### src/design/uart_rx_pkg.sv
//--------------------------------------------------------------------
// uart receive frame constants, frame state enum and shared types
//--------------------------------------------------------------------
package uart_rx_pkg;

  //------------------------------------------------------------------
  // frame constants
  //------------------------------------------------------------------
  localparam int DATA_W           = 8;  // received byte width
  localparam int TICKS_PER_BIT    = 16; // baud_tick strobes per serial bit
  localparam int START_MID        = 8;  // low samples to accept a start bit
  localparam int SAMPLE_PHASE     = 15; // data / parity sample point
  localparam int STOP_CHECK_PHASE = 14; // stop bit must be high here
  localparam int WAIT_LIMIT       = 6;  // max ticks waiting for idle line
  localparam int BIT_CNT_W        = 4;  // holds up to 9 bits

  //------------------------------------------------------------------
  // shared types
  //------------------------------------------------------------------
  typedef logic [DATA_W-1:0] rx_byte_t; // received byte

  // tick counter inside one bit period
  typedef logic [$clog2(TICKS_PER_BIT)-1:0] phase_t;

  typedef logic [BIT_CNT_W-1:0] bit_cnt_t; // bits shifted so far

  // receive frame FSM
  typedef enum logic [1:0]
  {
    idle,       // line high, hunting for a start bit
    data_bits,  // shifting data and optional parity
    stop_bit,   // checking the stop bit
    wait_state  // waiting for the line to go back high
  } rx_state_t;

endpackage

### src/design/rx_frame_engine.sv
//--------------------------------------------------------------------
// uart frame engine: phase counter, frame FSM, bit counter,
// shift register, parity fold and stop bit check
//--------------------------------------------------------------------
`timescale 1ns/1ps

module rx_frame_engine
(
  input  logic                 clk,
  input  logic                 aresetn,
  input  logic                 baud_tick,   // 16x bit rate strobe
  input  logic                 rx_filtered, // filtered serial line
  input  logic                 bit8,        // 1: 8 data bits, 0: 7
  input  logic                 parity_en,   // parity bit present
  input  logic                 odd_n_even,  // 1: odd parity, 0: even
  output logic                 byte_done,   // one clk, last bit taken
  output uart_rx_pkg::rx_byte_t rx_data,    // valid with byte_done
  output logic                 parity_bad,  // valid with byte_done
  output logic                 frame_bad    // one clk, stop bit low
);

  uart_rx_pkg::rx_state_t      state;
  uart_rx_pkg::phase_t         phase;       // ticks into current bit
  uart_rx_pkg::bit_cnt_t       bit_cnt;     // bits sampled this frame
  uart_rx_pkg::bit_cnt_t       last_bit;    // frame length in bits
  logic [uart_rx_pkg::DATA_W:0] rx_shift;   // data plus parity, right aligned
  logic                        parity_calc; // running xor of sampled bits
  logic                        sample_now;
  logic                        last_taken;

  // mid-bit sample point of a data or parity bit
  assign sample_now = baud_tick && (state == uart_rx_pkg::data_bits) &&
                      (phase == uart_rx_pkg::phase_t'(uart_rx_pkg::SAMPLE_PHASE));

  // whole frame shifted in
  assign last_taken = baud_tick && (state == uart_rx_pkg::data_bits) &&
                      (bit_cnt == last_bit);

  //------------------------------------------------------------------
  // phase counter
  //------------------------------------------------------------------
  always_ff @(posedge clk or negedge aresetn)
  begin
    if (!aresetn)
    begin
      phase <= '0;
    end
    else if (baud_tick)
    begin
      if ((state == uart_rx_pkg::idle) &&
          (rx_filtered || phase == uart_rx_pkg::phase_t'(uart_rx_pkg::START_MID)))
        phase <= '0; // line idle, or start bit confirmed at its middle
      else if ((state == uart_rx_pkg::wait_state) &&
               (phase == uart_rx_pkg::phase_t'(uart_rx_pkg::WAIT_LIMIT)))
        phase <= '0;
      else if (phase == uart_rx_pkg::phase_t'(uart_rx_pkg::TICKS_PER_BIT - 1))
        phase <= '0;
      else
        phase <= phase + 1'b1;
    end
  end

  //------------------------------------------------------------------
  // frame FSM and strobes
  //------------------------------------------------------------------
  always_ff @(posedge clk or negedge aresetn)
  begin
    if (!aresetn)
    begin
      state     <= uart_rx_pkg::idle;
      last_bit  <= uart_rx_pkg::bit_cnt_t'(9);
      byte_done <= 1'b0;
      frame_bad <= 1'b0;
    end
    else
    begin
      byte_done <= 1'b0; // strobes default low
      frame_bad <= 1'b0;
      if (baud_tick)
      begin
        case (state)
          uart_rx_pkg::idle:
          begin
            if (phase == uart_rx_pkg::phase_t'(uart_rx_pkg::START_MID))
            begin
              state <= uart_rx_pkg::data_bits;
              case ({bit8, parity_en}) // frame length for this frame
                2'b00:   last_bit <= uart_rx_pkg::bit_cnt_t'(7);
                2'b11:   last_bit <= uart_rx_pkg::bit_cnt_t'(9);
                default: last_bit <= uart_rx_pkg::bit_cnt_t'(8);
              endcase
            end
          end
          uart_rx_pkg::data_bits:
          begin
            if (last_taken)
            begin
              state     <= uart_rx_pkg::stop_bit;
              byte_done <= 1'b1;
            end
          end
          uart_rx_pkg::stop_bit:
          begin
            if (phase == uart_rx_pkg::phase_t'(uart_rx_pkg::STOP_CHECK_PHASE))
              frame_bad <= !rx_filtered; // stop bit must read high
            else if (phase == uart_rx_pkg::phase_t'(uart_rx_pkg::TICKS_PER_BIT - 1))
              state <= uart_rx_pkg::wait_state;
          end
          default: // wait_state
          begin
            if (rx_filtered ||
                phase == uart_rx_pkg::phase_t'(uart_rx_pkg::WAIT_LIMIT))
              state <= uart_rx_pkg::idle;
          end
        endcase
      end
    end
  end

  //------------------------------------------------------------------
  // bit counter and parity fold
  //------------------------------------------------------------------
  always_ff @(posedge clk or negedge aresetn)
  begin
    if (!aresetn)
    begin
      bit_cnt     <= '0;
      parity_calc <= 1'b0;
    end
    else if (state == uart_rx_pkg::idle)
    begin
      bit_cnt     <= '0;
      parity_calc <= 1'b0;
    end
    else if (sample_now)
    begin
      bit_cnt     <= bit_cnt + 1'b1;
      parity_calc <= parity_calc ^ (parity_en & rx_filtered); // data and parity bit
    end
  end

  // shift register, lsb first, top slot depends on frame format
  always_ff @(posedge clk)
  begin
    if (sample_now)
    begin
      case ({bit8, parity_en})
        2'b00:   rx_shift[uart_rx_pkg::DATA_W-2:0] <=
                   {rx_filtered, rx_shift[uart_rx_pkg::DATA_W-2:1]};
        2'b11:   rx_shift <= {rx_filtered, rx_shift[uart_rx_pkg::DATA_W:1]};
        default: rx_shift[uart_rx_pkg::DATA_W-1:0] <=
                   {rx_filtered, rx_shift[uart_rx_pkg::DATA_W-1:1]};
      endcase
    end
  end

  // top bit is parity or stale in 7-bit frames
  assign rx_data = {bit8 & rx_shift[uart_rx_pkg::DATA_W-1],
                    rx_shift[uart_rx_pkg::DATA_W-2:0]};

  // even: total xor must be 0, odd: must be 1
  assign parity_bad = parity_en & (odd_n_even ? ~parity_calc : parity_calc);

  //------------------------------------------------------------------
  // checks
  //------------------------------------------------------------------
  a_done_pulse: assert property (@(posedge clk) disable iff (!aresetn)
    byte_done |-> $past(baud_tick) ##1 !byte_done);

  a_frame_bad_state: assert property (@(posedge clk) disable iff (!aresetn)
    frame_bad |-> state == uart_rx_pkg::stop_bit);

endmodule

### src/design/rx_line_sampler.sv
//--------------------------------------------------------------------
// rx input synchronizer and three-sample majority glitch filter
//--------------------------------------------------------------------
`timescale 1ns/1ps

module rx_line_sampler
(
  input  logic clk,
  input  logic aresetn,
  input  logic baud_tick,   // 16x bit rate strobe
  input  logic rx,          // raw serial line, async to clk
  output logic rx_filtered  // cleaned line level
);

  logic       rx_meta;  // first sync stage
  logic       rx_sync;  // second sync stage
  logic [2:0] samples;  // newest sample in bit 2

  //------------------------------------------------------------------
  // two-flop synchronizer
  //------------------------------------------------------------------
  always_ff @(posedge clk or negedge aresetn)
  begin
    if (!aresetn)
    begin
      rx_meta <= 1'b1; // idle line is high
      rx_sync <= 1'b1;
    end
    else
    begin
      rx_meta <= rx;
      rx_sync <= rx_meta;
    end
  end

  //------------------------------------------------------------------
  // sample window, moves once per baud tick
  //------------------------------------------------------------------
  always_ff @(posedge clk or negedge aresetn)
  begin
    if (!aresetn)
    begin
      samples <= 3'b111;
    end
    else if (baud_tick)
    begin
      samples <= {rx_sync, samples[2:1]}; // oldest drops out of bit 0
    end
  end

  // majority of three, a lone odd sample is ignored
  assign rx_filtered = (samples[0] & samples[1]) |
                       (samples[1] & samples[2]) |
                       (samples[0] & samples[2]);

endmodule

### src/design/rx_status_regs.sv
//--------------------------------------------------------------------
// receive byte register with full, overflow, parity and framing flags
//--------------------------------------------------------------------
`timescale 1ns/1ps

module rx_status_regs
(
  input  logic                  clk,
  input  logic                  aresetn,
  input  logic                  byte_done,           // frame engine strobe
  input  uart_rx_pkg::rx_byte_t rx_data,             // byte from engine
  input  logic                  parity_bad,          // parity result of frame
  input  logic                  frame_bad,           // low stop bit seen
  input  logic                  read_rx_byte,        // host took the byte
  input  logic                  clear_parity,
  input  logic                  clear_framing_error,
  output uart_rx_pkg::rx_byte_t rx_byte,
  output logic                  full,
  output logic                  overflow,
  output logic                  parity_err,
  output logic                  framing_error
);

  //------------------------------------------------------------------
  // byte register, full and overflow
  //------------------------------------------------------------------
  always_ff @(posedge clk or negedge aresetn)
  begin
    if (!aresetn)
    begin
      rx_byte  <= '0;
      full     <= 1'b0;
      overflow <= 1'b0;
    end
    else
    begin
      if (read_rx_byte)
      begin
        full     <= 1'b0;
        overflow <= 1'b0;
      end
      if (byte_done) // set beats clear
      begin
        if (full)
          overflow <= 1'b1; // old byte kept, new one dropped
        else
          rx_byte <= rx_data;
        full <= 1'b1;
      end
    end
  end

  //------------------------------------------------------------------
  // error flags
  //------------------------------------------------------------------
  always_ff @(posedge clk or negedge aresetn)
  begin
    if (!aresetn)
    begin
      parity_err    <= 1'b0;
      framing_error <= 1'b0;
    end
    else
    begin
      if (clear_parity)
        parity_err <= 1'b0;
      if (byte_done)
        parity_err <= parity_bad; // updated for every frame, even a dropped one
      if (clear_framing_error)
        framing_error <= 1'b0;
      if (frame_bad)
        framing_error <= 1'b1;
    end
  end

  // overflow only ever raised on top of an unread byte
  a_overflow_full: assert property (@(posedge clk) disable iff (!aresetn)
    overflow |-> full);

endmodule

### src/design/uart_rx.sv
//--------------------------------------------------------------------
// uart receive core top: line sampler, frame engine, status registers
//--------------------------------------------------------------------
`timescale 1ns/1ps

module uart_rx
(
  input  logic                  clk,
  input  logic                  aresetn,
  input  logic                  baud_tick,           // 16x bit rate strobe
  input  logic                  rx,                  // serial input
  input  logic                  bit8,
  input  logic                  parity_en,
  input  logic                  odd_n_even,
  input  logic                  read_rx_byte,
  input  logic                  clear_parity,
  input  logic                  clear_framing_error,
  output uart_rx_pkg::rx_byte_t rx_byte,
  output logic                  full,
  output logic                  overflow,
  output logic                  parity_err,
  output logic                  framing_error
);

  logic                  rx_filtered; // sampler to engine
  logic                  byte_done;
  uart_rx_pkg::rx_byte_t rx_data;
  logic                  parity_bad;
  logic                  frame_bad;

  rx_line_sampler i_line_sampler
  (
    .clk         (clk),
    .aresetn     (aresetn),
    .baud_tick   (baud_tick),
    .rx          (rx),
    .rx_filtered (rx_filtered)
  );

  rx_frame_engine i_frame_engine
  (
    .clk         (clk),
    .aresetn     (aresetn),
    .baud_tick   (baud_tick),
    .rx_filtered (rx_filtered),
    .bit8        (bit8),
    .parity_en   (parity_en),
    .odd_n_even  (odd_n_even),
    .byte_done   (byte_done),
    .rx_data     (rx_data),
    .parity_bad  (parity_bad),
    .frame_bad   (frame_bad)
  );

  rx_status_regs i_status_regs
  (
    .clk                 (clk),
    .aresetn             (aresetn),
    .byte_done           (byte_done),
    .rx_data             (rx_data),
    .parity_bad          (parity_bad),
    .frame_bad           (frame_bad),
    .read_rx_byte        (read_rx_byte),
    .clear_parity        (clear_parity),
    .clear_framing_error (clear_framing_error),
    .rx_byte             (rx_byte),
    .full                (full),
    .overflow            (overflow),
    .parity_err          (parity_err),
    .framing_error       (framing_error)
  );

endmodule

### config.mk
export PLATFORM = sky130hd
export DESIGN_NAME = uart_rx
export DESIGN_NICKNAME = d
export VERILOG_FILES = /design/src/design/uart_rx_pkg.sv /design/src/design/rx_frame_engine.sv /design/src/design/rx_line_sampler.sv /design/src/design/rx_status_regs.sv /design/src/design/uart_rx.sv
export SDC_FILE = /design/constraint.sdc
export NUM_CORES = 1
export LEC_CHECK = 0
export BUFFER_PORTS_ARGS = -buffer_cell sky130_fd_sc_hd__clkbuf_2
export CELL_PAD_IN_SITES_DETAIL_PLACEMENT = 0
export CELL_PAD_IN_SITES_GLOBAL_PLACEMENT = 1
export CORE_MARGIN = 1.5
export CORE_UTILIZATION = 40
export DETAILED_ROUTE_END_ITERATION = 16
export PLACE_DENSITY_LB_ADDON = 0.15
export SKIP_LAST_GASP = 1
export SLEW_MARGIN = 20
export SYNTH_ARGS = -nofsm -noshare
export SYNTH_HDL_FRONTEND = slang
export SYNTH_SLANG_ARGS = --single-unit
### constraint.sdc
create_clock -name clk -period 1.9 [get_ports clk]
set_clock_uncertainty 0.05 [all_clocks]
set_input_delay 0.19 -clock clk [delete_from_list [all_inputs] [get_ports clk]]
set_output_delay 0.19 -clock clk [all_outputs]
set_load 0.005 [all_outputs]
Yosys cells after proc, flatten, opt, wreduce, memory -nomap -nowiden
Index checks and enable logic that the tools add are counted.

Add/sub/neg operators: 2. Eq/ne operators: 13. Muxes and demuxes: 32. Bitwise gates (word level): 12. Reductions and logical operators: 20.

Operators with widths (number): $mux W4 (5); $mux W1 (18); $eq A4 B4 Y1 const B (3); $mux W2 (5); $add A4 B1 Y4 const B (2); $pmux W4 S2 (1); $reduce_bool A2 Y1 (4); $mux W7 (1); $and A1 B1 Y1 (6); $eq A2 B2 Y1 const B (3); $pmux W2 S3 (1); $reduce_and A2 Y1 (3); $reduce_and A6 Y1 (1); $logic_and A1 B1 Y1 (5); $eq A4 B3 Y1 const B (1); $eq A4 B4 Y1 (1); $logic_not A2 Y1 (2); $ne A2 B1 Y1 const B (2); $ne A2 B2 Y1 const B (2); $reduce_bool A4 Y1 (1); $not A1 Y1 (3); $reduce_and A3 Y1 (1); $eq A2 B1 Y1 const B (1); $logic_or A1 B1 Y1 (2); 4 further kinds (5).

Flip-flop bits (word level): 43. Output and inout port bits: 12. Logic and storage cells: 97.

Depth between registers and ports, before layout
Word-level depth: 7. Mapped depth: 8. Gate-level depth less buffers: 7.

Modules after synthesis
From an unflattened synthesis, not the netlist that was laid out.

Cell total of the unflattened synthesis: 161. Area, all modules: 2020.7 µm².

Modules (own cells, without submodules): rx_frame_engine (times used 1, cells an instance 123, area each 1342.5 µm², sequential area each 673.1 µm²); rx_status_regs (times used 1, cells an instance 29, area each 501.7 µm², sequential area each 300.3 µm²); rx_line_sampler (times used 1, cells an instance 9, area each 176.4 µm², sequential area each 131.4 µm²).

Worst setup path after synthesis
No wires, ideal clock.

Kind: register to register. Start: register i_frame_engine.state[0]. End: register i_frame_engine.state[1]. Setup time: 0.125 ns. Data arrival time: 1.700 ns. Required time: 1.725 ns. Setup slack: 0.025 ns. Cell stages (with the launch flop): 9. Buffers on the path: 1. Period minus slack after synthesis: 1.875 ns. Cell sequence: dfrtp_1 > inv_1 > ha_1 > clkbuf_1 > nor2_1 > o21ai_0 > o21ba_2 > o2111ai_2 > mux2_4.

Word-level cells in the longest chain between the ends: 5. Elaborated cells on any way between the ends: 12. Those cells by class: eq/ne: 6; mux: 1; reduce/logical: 5.

Ends and longest elaborated chain: start: declaration (line rx_frame_engine.sv:22) `uart_rx_pkg::rx_state_t state;`; start signal: assignment (line rx_frame_engine.sv:70) `state <= uart_rx_pkg::idle;`; start signal: assignment (line rx_frame_engine.sv:86) `state <= uart_rx_pkg::data_bits;`; start signal: assignment (line rx_frame_engine.sv:98) `state <= uart_rx_pkg::stop_bit;`; $eq A2 B1 Y1 (line rx_frame_engine.sv:36, rx_frame_engine.sv:81); $logic_and A1 B1 Y1 (2 in a row) (line rx_frame_engine.sv:36) `assign last_taken = baud_tick && (state == uart_rx_pkg::data_bits) &&`; $ne A2 B1 Y1 (no source line); $reduce_and A6 Y1 (no source line).

Several ways; a longest one is shown, not always the timed one. A chain may end at the register's enable or synchronous reset.

Worst setup path in the final report
Start: register i_frame_engine.state[1]. End: register i_frame_engine.state[1].

The elaborated chain is that of the path after synthesis.

==> results.py <==
metrics = {
    "outcome": {
        "outcome": "finished, violations left",
        "violations": "setup timing",
    },
    "critical_path": {
        "required_ps": 2030,
        "crit_start": "i_frame_engine.state[1]",
        "cp_data_arrival_time_ps": 2030,
        "timing.rr.start": "i_frame_engine.state[1]",
        "worstReg2RegEnd": "i_frame_engine.state[1]",
        "reg2reg_slack_ps": -7,
        "worstPathMaxFanout": 4,
        "r2r_cells": 7,
        "critPathCapture": "i_frame_engine.state[1]",
        "startpoint_type": "register",
        "path_class": "reg -> reg",
        "endpoint_kind": "register",
    },
    "power": {
        "clkPwrFrac": 0.198,
        "seqPwrFrac": 0.471,
        "ir_worst_vdd_mv": 0.495,
        "swShare": 0.327,
        "p_leak_nw": 1.02,
        "p_comb_frac": 0.331,
        "switchingPower_mw": 0.913,
        "internal_power_mw": 1.88,
        "power.density_nw_per_um2": 1260,
    },
    "final_layout": {
        "fin_nets": 204,
        "drive_above_1_share": 0.337,
        "antennaDiodeCount": 0,
        "multiInputGateArea_um2": 748,
        "regArea_um2": 1100,
        "syn_to_final_growth_pct": 16.8,
        "finish.utilization": 0.499,
        "n_fill_cell": 412,
    },
    "global_routing": {
        "grt-ovfl-total": 0,
        "antenna_found_initial": 0,
        "grt_start_max_net_pins": 34,
        "grt_pass1_vias": 1312,
        "grt_pass1_wl_um": 5930,
        "grt_usage": 0.150,
    },
    "floorplanning": {
        "core_um2": 4440,
        "io_pins": 22,
        "initial_core_util": 0.427,
        "die_h_um": 71.9,
        "rows": 24,
        "die_area_um2": 5160,
        "chipWidth_um": 71.9,
    },
    "drt": {
        "routedWlPerCell_um": 14.4,
        "drt_wl_total_um": 3390,
        "first_pass_iters": 6,
        "met2WireLength_um": 1650,
        "ant_nets": 0,
        "num_vias": 1193,
        "dr_wl_met3_um": 106,
        "highest_layer": "met4",
        "drcViolationCount": 0,
        "first_iter_violations": 61,
        "vias_per_cell": 5.06,
        "drt-met1-wl_um": 1570,
    },
    "yosys": {
        "yosysMostFrequentCell": "dfrtp_1",
        "syn_area_per_cell_um2": 12.5,
        "netlist_area_um2": 1900,
        "yosys.area_share.simple": 0.102,
        "postSynthCellCount": 152,
        "ys.flop_type": "dfrtp_1",
        "ys_seq_area_frac": 0.582,
        "synth.mux.area_fraction": 0.0956,
        "synth_compound_area_frac": 0.0765,
        "async_reset_ff_frac": 0.786,
        "netlist_top_cells_area": "dfrtp_1, edfxtp_1, dfstp_2",
        "synth_top_family_by_area": "simple AND/OR/NAND/NOR gates",
        "yosys-top-cells-count": "dfrtp_1, mux2_2, ha_1, inv_1, nand3_1",
        "netlist.area_leader.share": 0.343,
        "synthXorXnorAreaFrac": 0.0323,
        "synthDistinctLibCells": 35,
        "yosys_warnings": 0,
        "syn_nets": 173,
        "synth_top_area_cell": "dfrtp_1",
        "synth_edf_count": 9,
        "synth_seq_cells": 42,
        "synthAdderAreaFrac": 0.0785,
    },
    "placed_design": {
        "portBuffers": 21,
        "place_hpwl_um": 2440,
        "gp_congestion": 0.790,
        "dp_slack_ps": 12.2,
    },
    "clocking": {
        "clk_pin_slew_worst_paths_ps": 80,
        "cts_buffers": 5,
        "cts_tree": "yes",
        "clockBufferDepth": 2,
        "numClockSinks": 42,
        "worstSkewPairLatency_ps": 290,
        "htreeDepth": 2,
        "cts_root_buffer": "clkbuf_8",
    },
    "sta": {
        "slew_violations": 0,
        "relSlewSlack": 0.447,
        "setup_ws_ps": -6.65,
        "tightest_slew_ps": 829,
        "fmax_ghz": 0.524,
        "hold_violations": 0,
        "fin_crit_ps": 1910,
        "finalCritPeriodShare": 1.00,
        "setup_viol": 1,
        "rsz0062_at_grt": "yes",
    },
    "flow_run": {
        "maxCapViolations": 0,
    },
    "worst_hold_path": {
        "hold_path.class": "in -> reg",
        "holdPathStages": 3,
    },
}
==> flip-flops by register name, indices dropped and copies added (netlist names), 2 cells and up <==
name,count
i_frame_engine.phase,4
i_frame_engine.rx_shift,9
i_frame_engine.bit_cnt,4
i_line_sampler.samples,3
i_frame_engine.state,2
i_status_regs.rx_byte,8
i_frame_engine.last_bit,3
==> per-stage QoR <==
stage | power [mW] | TNS [ps] | area, um2 | hold slack (ps) | instances
final | 2.80 | -6.65 | 2220 | 91.1 | 236
after global routing | 3.00 | -91.3 | 2220 | 112 | 236
after CTS | 2.76 | 0 | 2180 | 87.1 | 234
after detailed placement | 2.19 | 0 | 2080 | 230 | 224
after global placement | 2.14 | 0 | 2080 | 230 | 224
after floorplan | 1.88 | 0 | 1900 | -156 | 152
==> critical path, cell delays in order (launching register included) <==
cell and delay [ps]:
dfrtp_1 420, inv_1 80, ha_1 220, nor2_2 140
o21ai_0 120, o21ba_2 240, o2111ai_4 220, mux2_4 320
==> logic make-up after synthesis <==
kind of cell / count (synthesis)
flip-flops: 42
adder cells (fa/ha/maj): 12
AO/OA/AOI/OAI: 20
multiplexers: 16
XOR/XNOR: 7
AND/OR/NAND/NOR: 39
buffers and inverters: 16
==> final cells by class <==
| type | instances | area share |
|---|---|---|
| inverter | 11 | 0.0186 |
| clock inverter | 2 | 0.00621 |
| clock buffer | 6 | 0.0327 |
| multi-input combinational | 94 | 0.338 |
| tap | 52 | 0.0294 |
| timing repair buffer | 29 | 0.0768 |
| sequential | 42 | 0.499 |
==> metal layers <==
| layer | up-vias | global-route usage |
|---|---|---|
| li1 | 586 | - |
| met1 | 584 | 0.185 |
| met2 | 17 | 0.243 |
| met3 | 6 | 0.0506 |
| met4 | 0 | 0.0587 |
| met5 | - | 0 |
==> power groups by stage <==
stage	clock, mW	sequential [mW]	combinational, mW
6_report	0.553	1.32	0.927
5_1_grt	0.609	1.35	1.04
4_1_cts	0.580	1.32	0.858
3_5_place_dp	0	1.34	0.850
3_3_place_gp	0	1.32	0.819
2_1_floorplan	0	1.28	0.602
==> cells in the final DEF, fill, tap and decap left out, types with 7 or more instances in the layout <==
master,n
clkbuf_2,21
nor2_1,7
mux2_2,13
ha_1,11
nand3_1,10
dfrtp_1,26
dfstp_2,7
inv_1,11
edfxtp_1,9
nand2_1,7
o21ai_0,8
==> how the worst min path moves through the flow <==
stage / start / endpoint / slack [ps]
after floorplan: aresetn / i_frame_engine.bit_cnt[0] / -160
after global placement: rx / i_line_sampler.rx_meta / 230
after detailed placement: rx / i_line_sampler.rx_meta / 230
after CTS: clear_framing_error / i_status_regs.framing_error / 90
after global routing: clear_framing_error / i_status_regs.framing_error / 110
final: clear_framing_error / i_status_regs.framing_error / 90
==> timing repair <==
item	CTS	global route
hold buffers	2	0
setup endpoints to repair	0	9
resized for setup	0	3
buffers inserted	0	2
hold endpoints to repair	27	0
(Power assumes the default switching activity.)
